File: config.mk
export PLATFORM = sky130hd
export DESIGN_NAME = div_exec_top
export DESIGN_NICKNAME = d
export VERILOG_FILES = /design/src/hw/div_pkg.sv /design/src/hw/div_req_if.sv /design/src/hw/div_issue_queue.sv /design/src/hw/div_iterative.sv /design/src/hw/div_issue_stage.sv /design/src/hw/div_exec_top.sv
export VERILOG_INCLUDE_DIRS = /design/src /design/src/hw
export SDC_FILE = /design/constraint.sdc
export NUM_CORES = 1
export LEC_CHECK = 0
export BUFFER_PORTS_ARGS = -buffer_cell sky130_fd_sc_hd__buf_4
export CAP_MARGIN = 20
export CORE_ASPECT_RATIO = 1.2
export CORE_MARGIN = 3
export CORE_UTILIZATION = 50
export CTS_CLUSTER_DIAMETER = 100
export CTS_CLUSTER_SIZE = 20
export DETAILED_ROUTE_END_ITERATION = 10
export PLACE_DENSITY = 0.68
export SYNTH_ARGS = -nofsm -noshare
export SYNTH_HDL_FRONTEND = slang
export SYNTH_HIERARCHICAL = 1
export SYNTH_SLANG_ARGS = --single-unit
File: constraint.sdc
create_clock -name clk_i -period 9.3 [get_ports clk_i]
set_input_delay 0.93 -clock clk_i [delete_from_list [all_inputs] [get_ports clk_i]]
set_output_delay 0.93 -clock clk_i [all_outputs]
set_load 0.01 [all_outputs]
File: src/hw/div_defines.svh
`ifndef DIV_DEFINES_SVH
`define DIV_DEFINES_SVH

// operand and result width
`define DIV_XLEN 64

// reorder buffer entries and the tag that indexes them
`define DIV_ROB_SIZE 32
`define DIV_TAG_W ($clog2(`DIV_ROB_SIZE + 1))

`define DIV_CMD_W 10
`define DIV_QUEUE_DEPTH 2

// one quotient bit per iteration
`define DIV_STEPS `DIV_XLEN

`endif

File: src/hw/div_pkg.sv
`include "div_defines.svh"

package div_pkg;

  // command word as seen by the divide unit
  // upper two bits steer the divider, the rest rides along
  typedef struct packed {
    logic                   is_signed;
    logic                   want_rem;
    logic [`DIV_CMD_W-3:0]  passthru;
  } div_cmd_t;

  // result flags toward the execute-decision logic
  typedef struct packed {
    logic       div_zero;
    logic       overflow;
    logic [1:0] reserved;
  } div_flags_t;

  // issue stage control
  typedef enum logic [1:0] {
    e_waiting,
    e_busy,
    e_done
  } div_state_e;

endpackage

File: src/hw/div_req_if.sv
`timescale 1ns/1ps
`include "div_defines.svh"

// one pending divide request, queue head toward the issue stage
interface div_req_if;
  import div_pkg::*;

  logic [`DIV_XLEN-1:0]  val1;
  logic [`DIV_XLEN-1:0]  val2;
  div_cmd_t              cmd;
  logic [`DIV_TAG_W-1:0] tag;
  logic                  ready;
  logic                  stall;

  // queue side presents the head entry
  modport queue_mp (
    output val1,
    output val2,
    output cmd,
    output tag,
    output ready,
    input  stall
  );

  // stage side accepts it when waiting
  modport stage_mp (
    input  val1,
    input  val2,
    input  cmd,
    input  tag,
    input  ready,
    output stall
  );

endinterface

File: src/hw/div_issue_queue.sv
`timescale 1ns/1ps
`include "div_defines.svh"

module div_issue_queue (
  input  logic                  clk_i,
  input  logic                  arst_n_i,
  input  logic                  push_valid_i,
  input  logic [`DIV_XLEN-1:0]  push_val1_i,
  input  logic [`DIV_XLEN-1:0]  push_val2_i,
  input  div_pkg::div_cmd_t     push_cmd_i,
  input  logic [`DIV_TAG_W-1:0] push_tag_i,
  output logic                  push_ready_o,
  div_req_if.queue_mp           req
);
  import div_pkg::*;

  localparam int DEPTH = `DIV_QUEUE_DEPTH;
  localparam int PTR_W = (DEPTH > 1) ? $clog2(DEPTH) : 1;
  localparam int CNT_W = $clog2(DEPTH + 1);

  // entry storage
  logic [`DIV_XLEN-1:0]  val1_mem [DEPTH];
  logic [`DIV_XLEN-1:0]  val2_mem [DEPTH];
  div_cmd_t              cmd_mem  [DEPTH];
  logic [`DIV_TAG_W-1:0] tag_mem  [DEPTH];

  logic [PTR_W-1:0] wr_ptr_r;
  logic [PTR_W-1:0] rd_ptr_r;
  logic [CNT_W-1:0] count_r;
  logic             push;
  logic             pop;

  // wrap at the last entry, depth need not be a power of two
  function automatic logic [PTR_W-1:0] ptr_inc(input logic [PTR_W-1:0] ptr);
    if (ptr == PTR_W'(DEPTH - 1)) begin
      return '0;
    end
    return ptr + 1'b1;
  endfunction

  assign push_ready_o = (count_r != CNT_W'(DEPTH));
  assign push         = push_valid_i & push_ready_o;
  // head leaves when the stage takes it
  assign pop          = req.ready & ~req.stall;

  always_ff @(posedge clk_i or negedge arst_n_i) begin
    if (!arst_n_i) begin
      wr_ptr_r <= '0;
      rd_ptr_r <= '0;
      count_r  <= '0;
    end else begin
      if (push) begin
        wr_ptr_r <= ptr_inc(wr_ptr_r);
      end
      if (pop) begin
        rd_ptr_r <= ptr_inc(rd_ptr_r);
      end
      case ({push, pop})
        2'b10:   count_r <= count_r + 1'b1;
        2'b01:   count_r <= count_r - 1'b1;
        default: count_r <= count_r;
      endcase
    end
  end

  always_ff @(posedge clk_i) begin
    if (push) begin
      val1_mem[wr_ptr_r] <= push_val1_i;
      val2_mem[wr_ptr_r] <= push_val2_i;
      cmd_mem[wr_ptr_r]  <= push_cmd_i;
      tag_mem[wr_ptr_r]  <= push_tag_i;
    end
  end

  // head entry, held while stalled since only a pop moves rd_ptr_r
  assign req.ready = (count_r != '0);
  assign req.val1  = val1_mem[rd_ptr_r];
  assign req.val2  = val2_mem[rd_ptr_r];
  assign req.cmd   = cmd_mem[rd_ptr_r];
  assign req.tag   = tag_mem[rd_ptr_r];

endmodule

File: src/hw/div_iterative.sv
`timescale 1ns/1ps
`include "div_defines.svh"

module div_iterative (
  input  logic                 clk_i,
  input  logic                 arst_n_i,
  input  logic                 start_i,
  input  logic [`DIV_XLEN-1:0] dividend_i,
  input  logic [`DIV_XLEN-1:0] divisor_i,
  input  logic                 is_signed_i,
  input  logic                 want_rem_i,
  output logic [`DIV_XLEN-1:0] result_o,
  output div_pkg::div_flags_t  flags_o,
  output logic                 done_o
);

  localparam int XLEN  = `DIV_XLEN;
  localparam int STEPS = `DIV_STEPS;
  localparam int CNT_W = $clog2(STEPS + 1);

  // control
  logic             busy_r;
  logic [CNT_W-1:0] cnt_r;
  logic             stepping;
  logic             finishing;

  // datapath
  logic [XLEN-1:0] quot_r;
  logic [XLEN-1:0] rem_r;
  logic [XLEN-1:0] divisor_r;
  logic [XLEN-1:0] dividend_r;
  logic            neg_q_r;
  logic            neg_r_r;
  logic            zero_r;
  logic            ovf_r;
  logic            want_rem_r;

  // operand preparation
  logic            dvd_neg;
  logic            dvs_neg;
  logic [XLEN-1:0] dvd_abs;
  logic [XLEN-1:0] dvs_abs;
  logic [XLEN-1:0] min_val;
  logic            zero_in;
  logic            ovf_in;

  // one restoring step
  logic [XLEN:0]   shifted;
  logic [XLEN:0]   diff;

  logic [XLEN-1:0] q_fin;
  logic [XLEN-1:0] r_fin;

  assign min_val = {1'b1, {(XLEN - 1){1'b0}}};
  assign dvd_neg = is_signed_i & dividend_i[XLEN-1];
  assign dvs_neg = is_signed_i & divisor_i[XLEN-1];
  assign dvd_abs = dvd_neg ? -dividend_i : dividend_i;
  assign dvs_abs = dvs_neg ? -divisor_i : divisor_i;
  assign zero_in = (divisor_i == '0);
  assign ovf_in  = is_signed_i & (dividend_i == min_val) & (divisor_i == '1);

  assign stepping  = busy_r & (cnt_r != CNT_W'(STEPS));
  assign finishing = busy_r & (cnt_r == CNT_W'(STEPS));

  // bring down the next dividend bit and try the subtraction
  assign shifted = {rem_r, quot_r[XLEN-1]};
  assign diff    = shifted - {1'b0, divisor_r};

  // sign restore, then RISC-V values for the two corner cases
  always_comb begin
    q_fin = neg_q_r ? -quot_r : quot_r;
    r_fin = neg_r_r ? -rem_r : rem_r;
    if (zero_r) begin
      q_fin = '1;
      r_fin = dividend_r;
    end else if (ovf_r) begin
      q_fin = dividend_r;
      r_fin = '0;
    end
  end

  always_ff @(posedge clk_i or negedge arst_n_i) begin
    if (!arst_n_i) begin
      busy_r <= 1'b0;
      cnt_r  <= '0;
      done_o <= 1'b0;
    end else begin
      done_o <= finishing;
      if (start_i) begin
        busy_r <= 1'b1;
        cnt_r  <= '0;
      end else if (finishing) begin
        busy_r <= 1'b0;
      end else if (stepping) begin
        cnt_r <= cnt_r + 1'b1;
      end
    end
  end

  always_ff @(posedge clk_i) begin
    if (start_i) begin
      quot_r     <= dvd_abs;
      rem_r      <= '0;
      divisor_r  <= dvs_abs;
      dividend_r <= dividend_i;
      // quotient negative on mixed signs, remainder follows the dividend
      neg_q_r    <= dvd_neg ^ dvs_neg;
      neg_r_r    <= dvd_neg;
      zero_r     <= zero_in;
      ovf_r      <= ovf_in;
      want_rem_r <= want_rem_i;
    end else if (stepping) begin
      rem_r  <= diff[XLEN] ? shifted[XLEN-1:0] : diff[XLEN-1:0];
      quot_r <= {quot_r[XLEN-2:0], ~diff[XLEN]};
    end

    // result and flags hold until the next start
    if (finishing) begin
      result_o          <= want_rem_r ? r_fin : q_fin;
      flags_o.div_zero  <= zero_r;
      flags_o.overflow  <= ovf_r;
      flags_o.reserved  <= 2'b00;
    end
  end

endmodule

File: src/hw/div_issue_stage.sv
`timescale 1ns/1ps
`include "div_defines.svh"

module div_issue_stage (
  clk_i,
  arst_n_i,
  req,
  can_go_i,
  valid_o,
  val_o,
  cmd_o,
  tag_o,
  flags_o
);
  input  logic                  clk_i;
  input  logic                  arst_n_i;
  div_req_if.stage_mp           req;
  input  logic                  can_go_i;
  output logic                  valid_o;
  output logic [`DIV_XLEN-1:0]  val_o;
  output div_pkg::div_cmd_t     cmd_o;
  output logic [`DIV_TAG_W-1:0] tag_o;
  output div_pkg::div_flags_t   flags_o;

  import div_pkg::*;

  div_state_e state_r;
  div_state_e state_n;
  logic       accept;
  logic       div_done;

  // take a request only when idle
  assign accept    = (state_r == e_waiting) & req.ready;
  assign req.stall = ~accept;

  always_ff @(posedge clk_i or negedge arst_n_i) begin
    if (!arst_n_i) begin
      state_r <= e_waiting;
    end else begin
      state_r <= state_n;
    end
  end

  // a result taken in its done cycle skips e_done
  always_comb begin
    state_n = state_r;
    unique case (state_r)
      e_waiting: begin
        if (accept) begin
          state_n = e_busy;
        end
      end
      e_busy: begin
        if (div_done) begin
          state_n = can_go_i ? e_waiting : e_done;
        end
      end
      e_done: begin
        if (can_go_i) begin
          state_n = e_waiting;
        end
      end
      default: state_n = e_waiting;
    endcase
  end

  // valid from the done pulse until the result is taken
  assign valid_o = (state_r == e_done) | ((state_r == e_busy) & div_done);

  // tag and command follow the operation through the divider
  always_ff @(posedge clk_i) begin
    if (accept) begin
      cmd_o <= req.cmd;
      tag_o <= req.tag;
    end
  end

  div_iterative div_i (
    .clk_i       (clk_i),
    .arst_n_i    (arst_n_i),
    .start_i     (accept),
    .dividend_i  (req.val1),
    .divisor_i   (req.val2),
    .is_signed_i (req.cmd.is_signed),
    .want_rem_i  (req.cmd.want_rem),
    .result_o    (val_o),
    .flags_o     (flags_o),
    .done_o      (div_done)
  );

endmodule

File: src/hw/div_exec_top.sv
`timescale 1ns/1ps
`include "div_defines.svh"

module div_exec_top (
  input  logic                  clk_i,
  input  logic                  arst_n_i,

  // issue side
  input  logic                  issue_valid_i,
  input  logic [`DIV_XLEN-1:0]  issue_val1_i,
  input  logic [`DIV_XLEN-1:0]  issue_val2_i,
  input  div_pkg::div_cmd_t     issue_cmd_i,
  input  logic [`DIV_TAG_W-1:0] issue_tag_i,
  output logic                  issue_ready_o,

  // execute-decision side
  input  logic                  exec_can_go_i,
  output logic                  exec_valid_o,
  output logic [`DIV_XLEN-1:0]  exec_val_o,
  output div_pkg::div_cmd_t     exec_cmd_o,
  output logic [`DIV_TAG_W-1:0] exec_tag_o,
  output div_pkg::div_flags_t   exec_flags_o
);

  div_req_if req_if ();

  // pending operations, in issue order
  div_issue_queue queue_i (
    .clk_i        (clk_i),
    .arst_n_i     (arst_n_i),
    .push_valid_i (issue_valid_i),
    .push_val1_i  (issue_val1_i),
    .push_val2_i  (issue_val2_i),
    .push_cmd_i   (issue_cmd_i),
    .push_tag_i   (issue_tag_i),
    .push_ready_o (issue_ready_o),
    .req          (req_if.queue_mp)
  );

  // one division at a time, result held until taken
  div_issue_stage stage_i (
    .clk_i    (clk_i),
    .arst_n_i (arst_n_i),
    .req      (req_if.stage_mp),
    .can_go_i (exec_can_go_i),
    .valid_o  (exec_valid_o),
    .val_o    (exec_val_o),
    .cmd_o    (exec_cmd_o),
    .tag_o    (exec_tag_o),
    .flags_o  (exec_flags_o)
  );

endmodule

==> results.py, run 1 <==
metrics = {
    "run_status": {
        "status": "complete, no violations",
    },
    "route": {
        "first_iter_violations": 2490,
        "wirelength_um": 97400,
        "drc": 0,
        "drt.antenna.violating_nets": 0,
        "via_count": 25500,
        "wl_per_cell_um": 23.2,
        "firstDrtPassIters": 7,
        "viasPerCell": 6.07,
    },
    "clock_tree": {
        "cts_buffers": 38,
        "cts.sinks": 646,
        "cts_setup_buffers": 0,
        "cts_tree": "built",
        "clockBufferDepth": 3,
        "clk_pin_slew_ps": 90,
        "htreeDepth": 2,
        "cts_root_buf": "clkbuf_16",
        "clk_latency_ps": 620,
        "cts_hold_buf": 0,
        "ctsResizeCount": 0,
    },
    "floorplanning": {
        "num_rows": 104,
        "io_pins": 234,
        "die_h_um": 294,
        "fp.dieW_um": 246,
        "start_util_pct": 51.0,
        "core-area_um2": 67700,
        "die_area_um2": 72200,
    },
    "sta": {
        "clock.fmax_mhz": 181,
        "clock-skew-final_ps": 26.0,
        "rsz0062_at_grt": "no",
        "min_period_ps": 5530,
        "max-slew-margin-rel_pct": 18.5,
        "tightest_slew_ps": 1210,
        "finalHoldViolCount": 0,
        "layout_setup_ws_ps": 3770,
        "finalSetupTns_ps": 0,
        "setup_viol": 0,
        "period_share_pct": 59.5,
        "slew_viol_final": 0,
    },
    "yosys": {
        "avgSynthCellArea_um2": 11.0,
        "synth_cell_type_count": 80,
        "yosysTopAreaCell": "edfxtp_1",
        "syn-cell-area_um2": 34500,
        "synth_top_area_share_pct": 49.4,
        "netlist_instances": 3121,
        "async_flop_share_pct": 2.32,
        "seq_area_frac_synth_pct": 54.2,
        "synth_seq_cells": 646,
        "synth_edf_count": 567,
        "synth_area_leaders": "edfxtp_1 49%, xnor2_1 4.4%, dfxtp_1 3.7%",
        "synth_flop_cell": "edfxtp_1",
        "yosysWarnings": 6,
    },
    "final_layout": {
        "final_common_cell": "edfxtp_1",
        "postLayoutCoreUtil_pct": 56.4,
        "final_cell_mix": "567 x edfxtp_1, 275 x nand2_1, 275 x nor2_1",
        "syn2layout_area_growth_pct": 10.7,
        "drive_above_1_share_pct": 15.4,
        "nets": 3491,
    },
    "critical_path": {
        "reg2reg_depth": 12,
        "startpoint_type": "flop",
        "critPathKind": "reg -> reg",
        "cp_top_family": "simple AND/OR/NAND/NOR gates",
        "cpPeakStageDelay_ps": 910,
        "critPathCaptureType": "flop",
        "critical_path_arrival_ps": 5870,
        "r2r_slack_ps": 3770,
        "crit_top_cell": "or3_1",
        "cp_data_required_time_ps": 9640,
        "path_max_fanout": 42,
        "crit_chain": "buf_4 -> mux2_2 -> or3_1 -> nor3_1 -> and3_1 -> nand3_1 -> or3_1 -> nor4b_2 -> nand4_1 -> o31ai_1 -> xor2_1 -> a21oi_1",
        "crit_cells": 12,
        "crit_buf_inv": 1,
        "slowest_stage": "dfrtp_4",
    },
    "pwr": {
        "cellLeakagePower_nw": 13.6,
        "power_density_nw_per_um2": 304,
        "ir_worst_vdd_mv": 0.186,
        "p_total_mw": 11.6,
    },
    "placed_design": {
        "port_buffers": 231,
        "dp_hpwl_um": 72800,
        "dpl_worst_slack_ps": 3770,
        "gp_congestion": 0.953,
    },
    "global_route": {
        "antenna_found_initial": 2,
        "gr-total-overflow": 0,
        "grt.total_usage_pct": 26.6,
        "grt_max_degree": 89,
        "grt_pass1_wl_um": 148000,
        "grt_pass1_vias": 24900,
    },
    "run": {
        "drv_cap": 0,
    },
    "min_path": {
        "hp-class": "in -> async",
    },
}
-- report_power, final --
group / internal (mW) / switching [mW]
Combinational: 2.05 / 3.02
Sequential: 4.05 / 0.745
Clock: 0.797 / 0.952
-- flip-flops by register name, summed over array words and instances (netlist names), 2 cells and up --
signal	cells
stage_i/div_i/quot_r	64
stage_i/state_r	2
stage_i/div_i/dividend_r	64
queue_i/val1_mem	128
stage_i/div_i/cnt_r	7
queue_i/cmd_mem	20
stage_i/tag_o	6
queue_i/val2_mem	128
stage_i/div_i/rem_r	64
stage_i/cmd_o	10
stage_i/div_i/flags_o	2
stage_i/div_i/divisor_r	64
queue_i/count_r	2
stage_i/div_i/result_o	64
queue_i/tag_mem	12
-- worst reg2reg max path, stage by stage (launching register included) --
cell and delay (ps):
dfrtp_4 910, buf_4 570, mux2_2 520, or3_1 420, nor3_1 390, and3_1 390, nand3_1 200, or3_1 440
nor4b_2 660, nand4_1 220, o31ai_1 280, xor2_1 170, a21oi_1 80
-- layer usage --
layer	routed length (um)	share of wire [%]	GRT usage [%]
met5	17	0.017	0
met4	5060	5.2	12.3
met3	5470	5.6	2.90
met2	48000	49	45.8
met1	38900	40	33.7
-- area by class of cell --
class	instances	area, um2
multi-input cells	2214	14800
inverters	100	375
well taps	901	1130
diodes	1	2.50
repair buffers	270	2040
clock inverters	6	77.6
clock buffers	64	1060
flip-flops and latches	646	18700
fillers	5755	29500
-- kinds of logic after synthesis --
logic type	Yosys count	share of synthesized area [%]
adder cells (fa/ha/maj)	73	2.67
buffers and inverters	262	3.12
XOR/XNOR	315	8.00
other	1	0.0109
flip-flops	646	54.2
AO/OA/AOI/OAI	782	14.3
multiplexers	151	5.46
AND/OR/NAND/NOR	891	12.3
-- per-stage QoR --
| stage | hold WS, ps | instances | cell area (um2) |
|---|---|---|---|
| global route | 145 | 4202 | 38200 |
| finish | 163 | 4202 | 38200 |
| global placement | 447 | 4129 | 37000 |
| floorplan | 424 | 3122 | 34500 |
| detailed placement | 462 | 4129 | 37000 |
| CTS | 138 | 4199 | 38100 |
-- final timing paths --
| kind | start | to |
|---|---|---|
| worst max register to register | queue_i/rd_ptr_r | stage_i/div_i/quot_r[58] |
| min in group clk_i | exec_can_go_i | stage_i/state_r[1] |
| worst min register to register | stage_i/div_i/done_o | stage_i/state_r[0] |
| worst max-delay path | queue_i/rd_ptr_r | stage_i/div_i/quot_r[58] |
| max in group asynchronous | arst_n_i | queue_i/rd_ptr_r |
| worst min-delay path | arst_n_i | stage_i/div_i/busy_r |
-- cell usage after synthesis, types with 8 or more instances --
library cell,instances
mux2_4,50
mux2_2,98
inv_1,98
nor4_1,29
o31ai_1,56
nor2b_1,10
dfrtp_1,15
a21oi_1,239
and3_1,12
a22oi_1,35
nor3_1,54
buf_1,10
clkbuf_1,131
o21bai_1,16
o211ai_1,54
a222oi_1,8
or3_1,42
a31oi_1,10
nand4_1,48
o21ai_0,192
nand3b_1,9
a21o_1,31
or4_1,19
or2_2,15
ha_1,72
xor2_1,140
nand2_1,275
and2_1,10
nor2_1,278
o21a_1,13
dfxtp_1,64
edfxtp_1,567
xnor2_1,175
nand2b_1,29
nand3_1,26
a211oi_1,29
buf_2,10
o41ai_1,22
a311oi_1,32
Note: power is estimated with default switching activity, not from simulation.
==> run 2, diff against run 1 <==
clock period = 5.2 ns   (was 9.3 ns; I/O delays follow)
==> results.py, run 2 (same netlist as run 1, synthesis figures left out) <==
metrics = {
    "run_status": {
        "status": "complete, no violations",
    },
    "global_route": {
        "antenna_found_initial": 0,
        "gr-total-overflow": 0,
        "grt_max_degree": 201,
        "grt_pass1_wl_um": 151000,
        "grt_pass1_vias": 25300,
        "grt.total_usage_pct": 27.2,
    },
    "sta": {
        "layout_setup_ws_ps": 530,
        "clock.fmax_mhz": 214,
        "max-slew-margin-rel_pct": 25.3,
        "tightest_slew_ps": 1120,
        "finalHoldViolCount": 0,
        "setup_viol": 0,
        "period_share_pct": 89.8,
        "clock-skew-final_ps": 30.8,
        "hold_ws_ps": 52.1,
        "slew_viol_final": 0,
        "finalSetupTns_ps": 0,
        "min_period_ps": 4670,
        "rsz0062_at_grt": "no",
    },
    "final_layout": {
        "syn2layout_area_growth_pct": 11.4,
        "nets": 3522,
        "top_regs": "queue_i/val1_mem: 128 flops, queue_i/val2_mem: 128 flops",
        "final_cell_mix": "567 x edfxtp_1, 297 x buf_4, 275 x nand2_1, 275 x nor2_1, 239 x a21oi_1",
        "final_common_cell": "edfxtp_1",
        "antenna_cells": 0,
        "drive_above_1_share_pct": 16.2,
    },
    "clock_tree": {
        "cts.sinks": 646,
        "ctsResizeCount": 0,
        "cts_hold_buf": 1,
        "htreeDepth": 2,
        "clockBufferDepth": 3,
        "clk_latency_ps": 610,
        "cts_root_buf": "clkbuf_16",
        "clk_pin_slew_ps": 90,
        "cts_tree": "built",
        "cts_setup_buffers": 0,
        "cts_buffers": 39,
    },
    "route": {
        "viasPerCell": 6.05,
        "via_count": 25600,
        "drc": 0,
        "first_iter_violations": 2541,
        "drt.antenna.violating_nets": 0,
        "wl_per_cell_um": 23.5,
        "firstDrtPassIters": 6,
        "wirelength_um": 99400,
    },
    "floorplanning": {
        "core-area_um2": 67700,
        "die_area_um2": 72200,
        "die_h_um": 294,
        "num_rows": 104,
        "io_pins": 234,
        "start_util_pct": 51.0,
        "fp.dieW_um": 246,
    },
    "critical_path": {
        "critical_path_arrival_ps": 5020,
        "cp_data_required_time_ps": 5550,
        "startpoint_type": "flop",
        "critPathCaptureType": "flop",
        "critPathKind": "reg -> reg",
        "path_max_fanout": 27,
    },
    "pwr": {
        "cellLeakagePower_nw": 13.7,
        "power_density_nw_per_um2": 545,
        "ir_worst_vdd_mv": 0.369,
    },
    "placed_design": {
        "dp_hpwl_um": 75300,
        "dpl_worst_slack_ps": 698,
        "gp_congestion": 0.996,
        "port_buffers": 231,
    },
    "run": {
        "drv_cap": 0,
    },
    "min_path": {
        "hp-class": "in -> reg",
    },
}
==> run 2: cell types whose count changed in the layout (fill, tap and decap cells not counted), sizes merged <==
cell	previous run	this run
clkinv	5	6
dlygate4sd3	0	1
diode	1	0
buf	270	299
inv	101	102
clkbuf	64	58
clkinvlp	0	1
==> run 2: power breakdown <==
group	switching (mW)	internal, mW	leakage, nW
clock network	1.73	1.43	0.549
registers	1.21	7.25	5.97
logic	5.59	3.74	7.19
==> run 2: worst max-delay path, cell delays in order (launching register included) <==
cell and delay, ps:
dfrtp_4 770, mux2_2 440, or3_1 420, nor3_1 380, and3_1 430, nand3_1 230
or3_1 470, nor4b_2 420, nand4_1 200, o31ai_1 310, xor2_1 210, a21oi_1 90
==> run 2: worst paths after layout <==
kind | startpoint | end | slack, ps | depth (start not counted)
worst min-delay path | exec_can_go_i | stage_i/state_r[1] | 50 | 2
max in group asynchronous | arst_n_i | queue_i/rd_ptr_r | 4620 | 2
min in group asynchronous | arst_n_i | stage_i/div_i/busy_r | 360 | 2
worst min register to register | stage_i/div_i/done_o | stage_i/state_r[0] | 470 | 1
worst max register to register | queue_i/rd_ptr_r | stage_i/div_i/quot_r[58] | 530 | 11
worst max-delay path | queue_i/rd_ptr_r | stage_i/div_i/quot_r[58] | 530 | 11
==> run 2: area by class of cell <==
class                           instances  area (um2)
Inverter                              100         375
Tap cell                              901        1130
Multi-Input combinational cell       2214       14800
Clock buffer                           58        1050
Timing Repair Buffer                  300        2280
Sequential cell                       646       18700
Fill cell                            5761       29200
Clock inverter                          9         101
==> run 2: through the flow <==
stage,power [mW],utilization [%],std cells,instance area [um2]
4_1_cts,20.9,56.8,4228,38400
3_3_place_gp,17.6,55.1,4160,37300
2_1_floorplan,15.0,-,3122,34500
3_5_place_dp,17.8,55.1,4160,37300
5_1_grt,22.2,56.8,4228,38400
6_report,21.0,56.8,4228,38400
==> run 2: per-layer routing <==
metal / part of all wire, % / global-route usage (%) / up-vias
met5: 0 / 0 / -
met4: 5.1 / 12.1 / 0
met1: 39 / 34.1 / 12400
met2: 50 / 47.2 / 1071
li1: - / - / 11900
met3: 6.2 / 3.47 / 219
==> run 3, diff against run 2 <==
==> constraint.sdc (replaced) <==
create_clock -name clk_i -period 5.2 [get_ports clk_i]
set_input_delay 0.26 -clock clk_i [delete_from_list [all_inputs] [get_ports clk_i]]
set_output_delay 0.26 -clock clk_i [all_outputs]
set_load 0.01 [all_outputs]
==> results.py, run 3 (same netlist as run 1, synthesis figures left out) <==
metrics = {
    "final_layout": {
        "antenna_cells": 0,
        "top_regs": "queue_i/val1_mem: 128 flops, queue_i/val2_mem: 128 flops",
        "final_cell_mix": "567 x edfxtp_1, 297 x buf_4, 275 x nand2_1, 275 x nor2_1, 239 x a21oi_1",
        "final_common_cell": "edfxtp_1",
        "syn2layout_area_growth_pct": 15.8,
        "drive_above_1_share_pct": 15.5,
        "nets": 3667,
    },
    "critical_path": {
        "path_max_fanout": 27,
        "critPathCaptureType": "flop",
        "r2r-start": "queue_i/rd_ptr_r",
        "r2r_slack_ps": 560,
        "reg2reg_depth": 12,
        "critPathKind": "reg -> reg",
        "worst_r2r_endpoint": "stage_i/div_i/quot_r[54]",
        "cp_data_required_time_ps": 5540,
        "critical_path_arrival_ps": 4980,
        "startpoint_type": "flop",
    },
    "clock_tree": {
        "cts_root_buf": "clkbuf_16",
        "htreeDepth": 2,
        "cts_tree": "built",
        "ctsResizeCount": 0,
        "clk_latency_ps": 610,
        "clk_pin_slew_ps": 90,
        "clockBufferDepth": 3,
        "cts_hold_buf": 146,
        "cts.sinks": 646,
        "cts_buffers": 39,
        "cts_setup_buffers": 0,
    },
    "global_route": {
        "antenna_found_initial": 0,
        "grt_pass1_vias": 26100,
        "grt.total_usage_pct": 27.6,
        "grt_max_degree": 201,
        "gr-total-overflow": 0,
        "grt_pass1_wl_um": 154000,
    },
    "pwr": {
        "pwr-share-seq_pct": 40.1,
        "p_total_mw": 21.1,
        "p_int_mw": 12.6,
        "clock_power_share_pct": 15.3,
        "power_density_nw_per_um2": 529,
        "p_sw_mw": 8.57,
        "cellLeakagePower_nw": 14.3,
        "p_sw_share_pct": 40.6,
        "ir_worst_vdd_mv": 0.333,
        "p_comb_share_pct": 44.6,
    },
    "route": {
        "drt.antenna.violating_nets": 0,
        "viasPerCell": 6.05,
        "first_iter_violations": 2688,
        "wl_per_cell_um": 23.1,
        "drc": 0,
        "wirelength_um": 101000,
        "via_count": 26500,
        "firstDrtPassIters": 6,
    },
    "min_path": {
        "hp-class": "in -> reg",
        "min_path_cells": 3,
        "worstHoldEndpoint": "queue_i/wr_ptr_r",
        "min-delay-start": "issue_valid_i",
    },
    "floorplanning": {
        "fp.dieW_um": 246,
        "die_area_um2": 72200,
        "num_rows": 104,
        "die_h_um": 294,
        "io_pins": 234,
        "core-area_um2": 67700,
        "start_util_pct": 51.0,
    },
    "sta": {
        "tightest_slew_ps": 1090,
        "period_share_pct": 89.2,
        "min_period_ps": 4640,
        "slew_viol_final": 0,
        "finalSetupTns_ps": 0,
        "max-slew-margin-rel_pct": 27.3,
        "clock.fmax_mhz": 216,
        "setup_viol": 0,
        "clock-skew-final_ps": 24.5,
        "finalHoldViolCount": 0,
        "rsz0062_at_grt": "no",
    },
    "run_status": {
        "status": "complete, no violations",
    },
    "run": {
        "drv_cap": 0,
    },
    "placed_design": {
        "port_buffers": 231,
        "dp_hpwl_um": 75300,
        "gp_congestion": 0.997,
    },
}
-- run 3: cell types whose count changed in the layout (fill, tap and decap cells not counted), sizes merged --
cell	change
bufinv	+1
inv	-1
clkbuf	+6
clkinv	-1
dlygate4sd3	+145
-- run 3: power groups by stage --
| stage | Combinational [mW] | Sequential, mW | Clock, mW |
|---|---|---|---|
| after floorplan | 6.82 | 8.14 | 0 |
| after global placement | 9.07 | 8.50 | 0 |
| after detailed placement | 9.22 | 8.54 | 0 |
| after CTS | 9.35 | 8.43 | 3.31 |
| after global routing | 10.3 | 8.59 | 3.50 |
| final | 9.43 | 8.47 | 3.24 |
-- run 3: area by class of cell --
type                            count  area, um2
Clock buffer                       64       1070
Clock inverter                      8        126
Fill cell                        5544      27700
Inverter                          100        375
Multi-Input combinational cell   2214      14800
Sequential cell                   646      18700
Tap cell                          901       1130
Timing Repair Buffer              445       3730
-- run 3: worst max path at each step --
stage | startpoint | slack [ps] | cells past startpoint | endpoint
2_1_floorplan | queue_i/count_r[0] | 300 | 3 | queue_i/cmd_mem[0][0]
4_1_cts | queue_i/rd_ptr_r | 650 | 12 | stage_i/div_i/quot_r[54]
3_3_place_gp | queue_i/rd_ptr_r | 700 | 12 | stage_i/div_i/quot_r[54]
5_1_grt | queue_i/rd_ptr_r | 250 | 12 | stage_i/div_i/divisor_r[55]
3_5_place_dp | queue_i/rd_ptr_r | 680 | 12 | stage_i/div_i/quot_r[54]
6_report | queue_i/rd_ptr_r | 560 | 12 | stage_i/div_i/quot_r[54]
-- run 3: metal layers --
metal	track usage, %	vias up	routed length, um
met5	0	-	0
met1	34.8	12900	40200
li1	-	12200	-
met3	3.15	227	5850
met2	48.0	1125	50000
met4	12.5	0	5270
-- run 3: critical path, stage by stage (launching register included) --
cell	delay, ps
dfrtp_4	770
mux2_2	440
or3_1	420
nor3_1	410
and3_1	440
nand3_1	240
or3_1	470
nor4b_2	380
buf_4	200
nand3_1	70
o21ai_0	200
xor2_1	190
a21oi_1	90
-- run 3: stage by stage --
step           util, %  instance area [um2]  setup slack [ps]  std cells  hold slack, ps
5_1_grt           59.0                39900               247       4378            58.4
4_1_cts           59.0                39900               654       4378            40.8
2_1_floorplan        -                34500               297       3122           -35.6
3_5_place_dp      55.1                37300               681       4160             130
3_3_place_gp      55.1                37300               703       4160             126
6_report          59.0                39900               560       4378            75.1
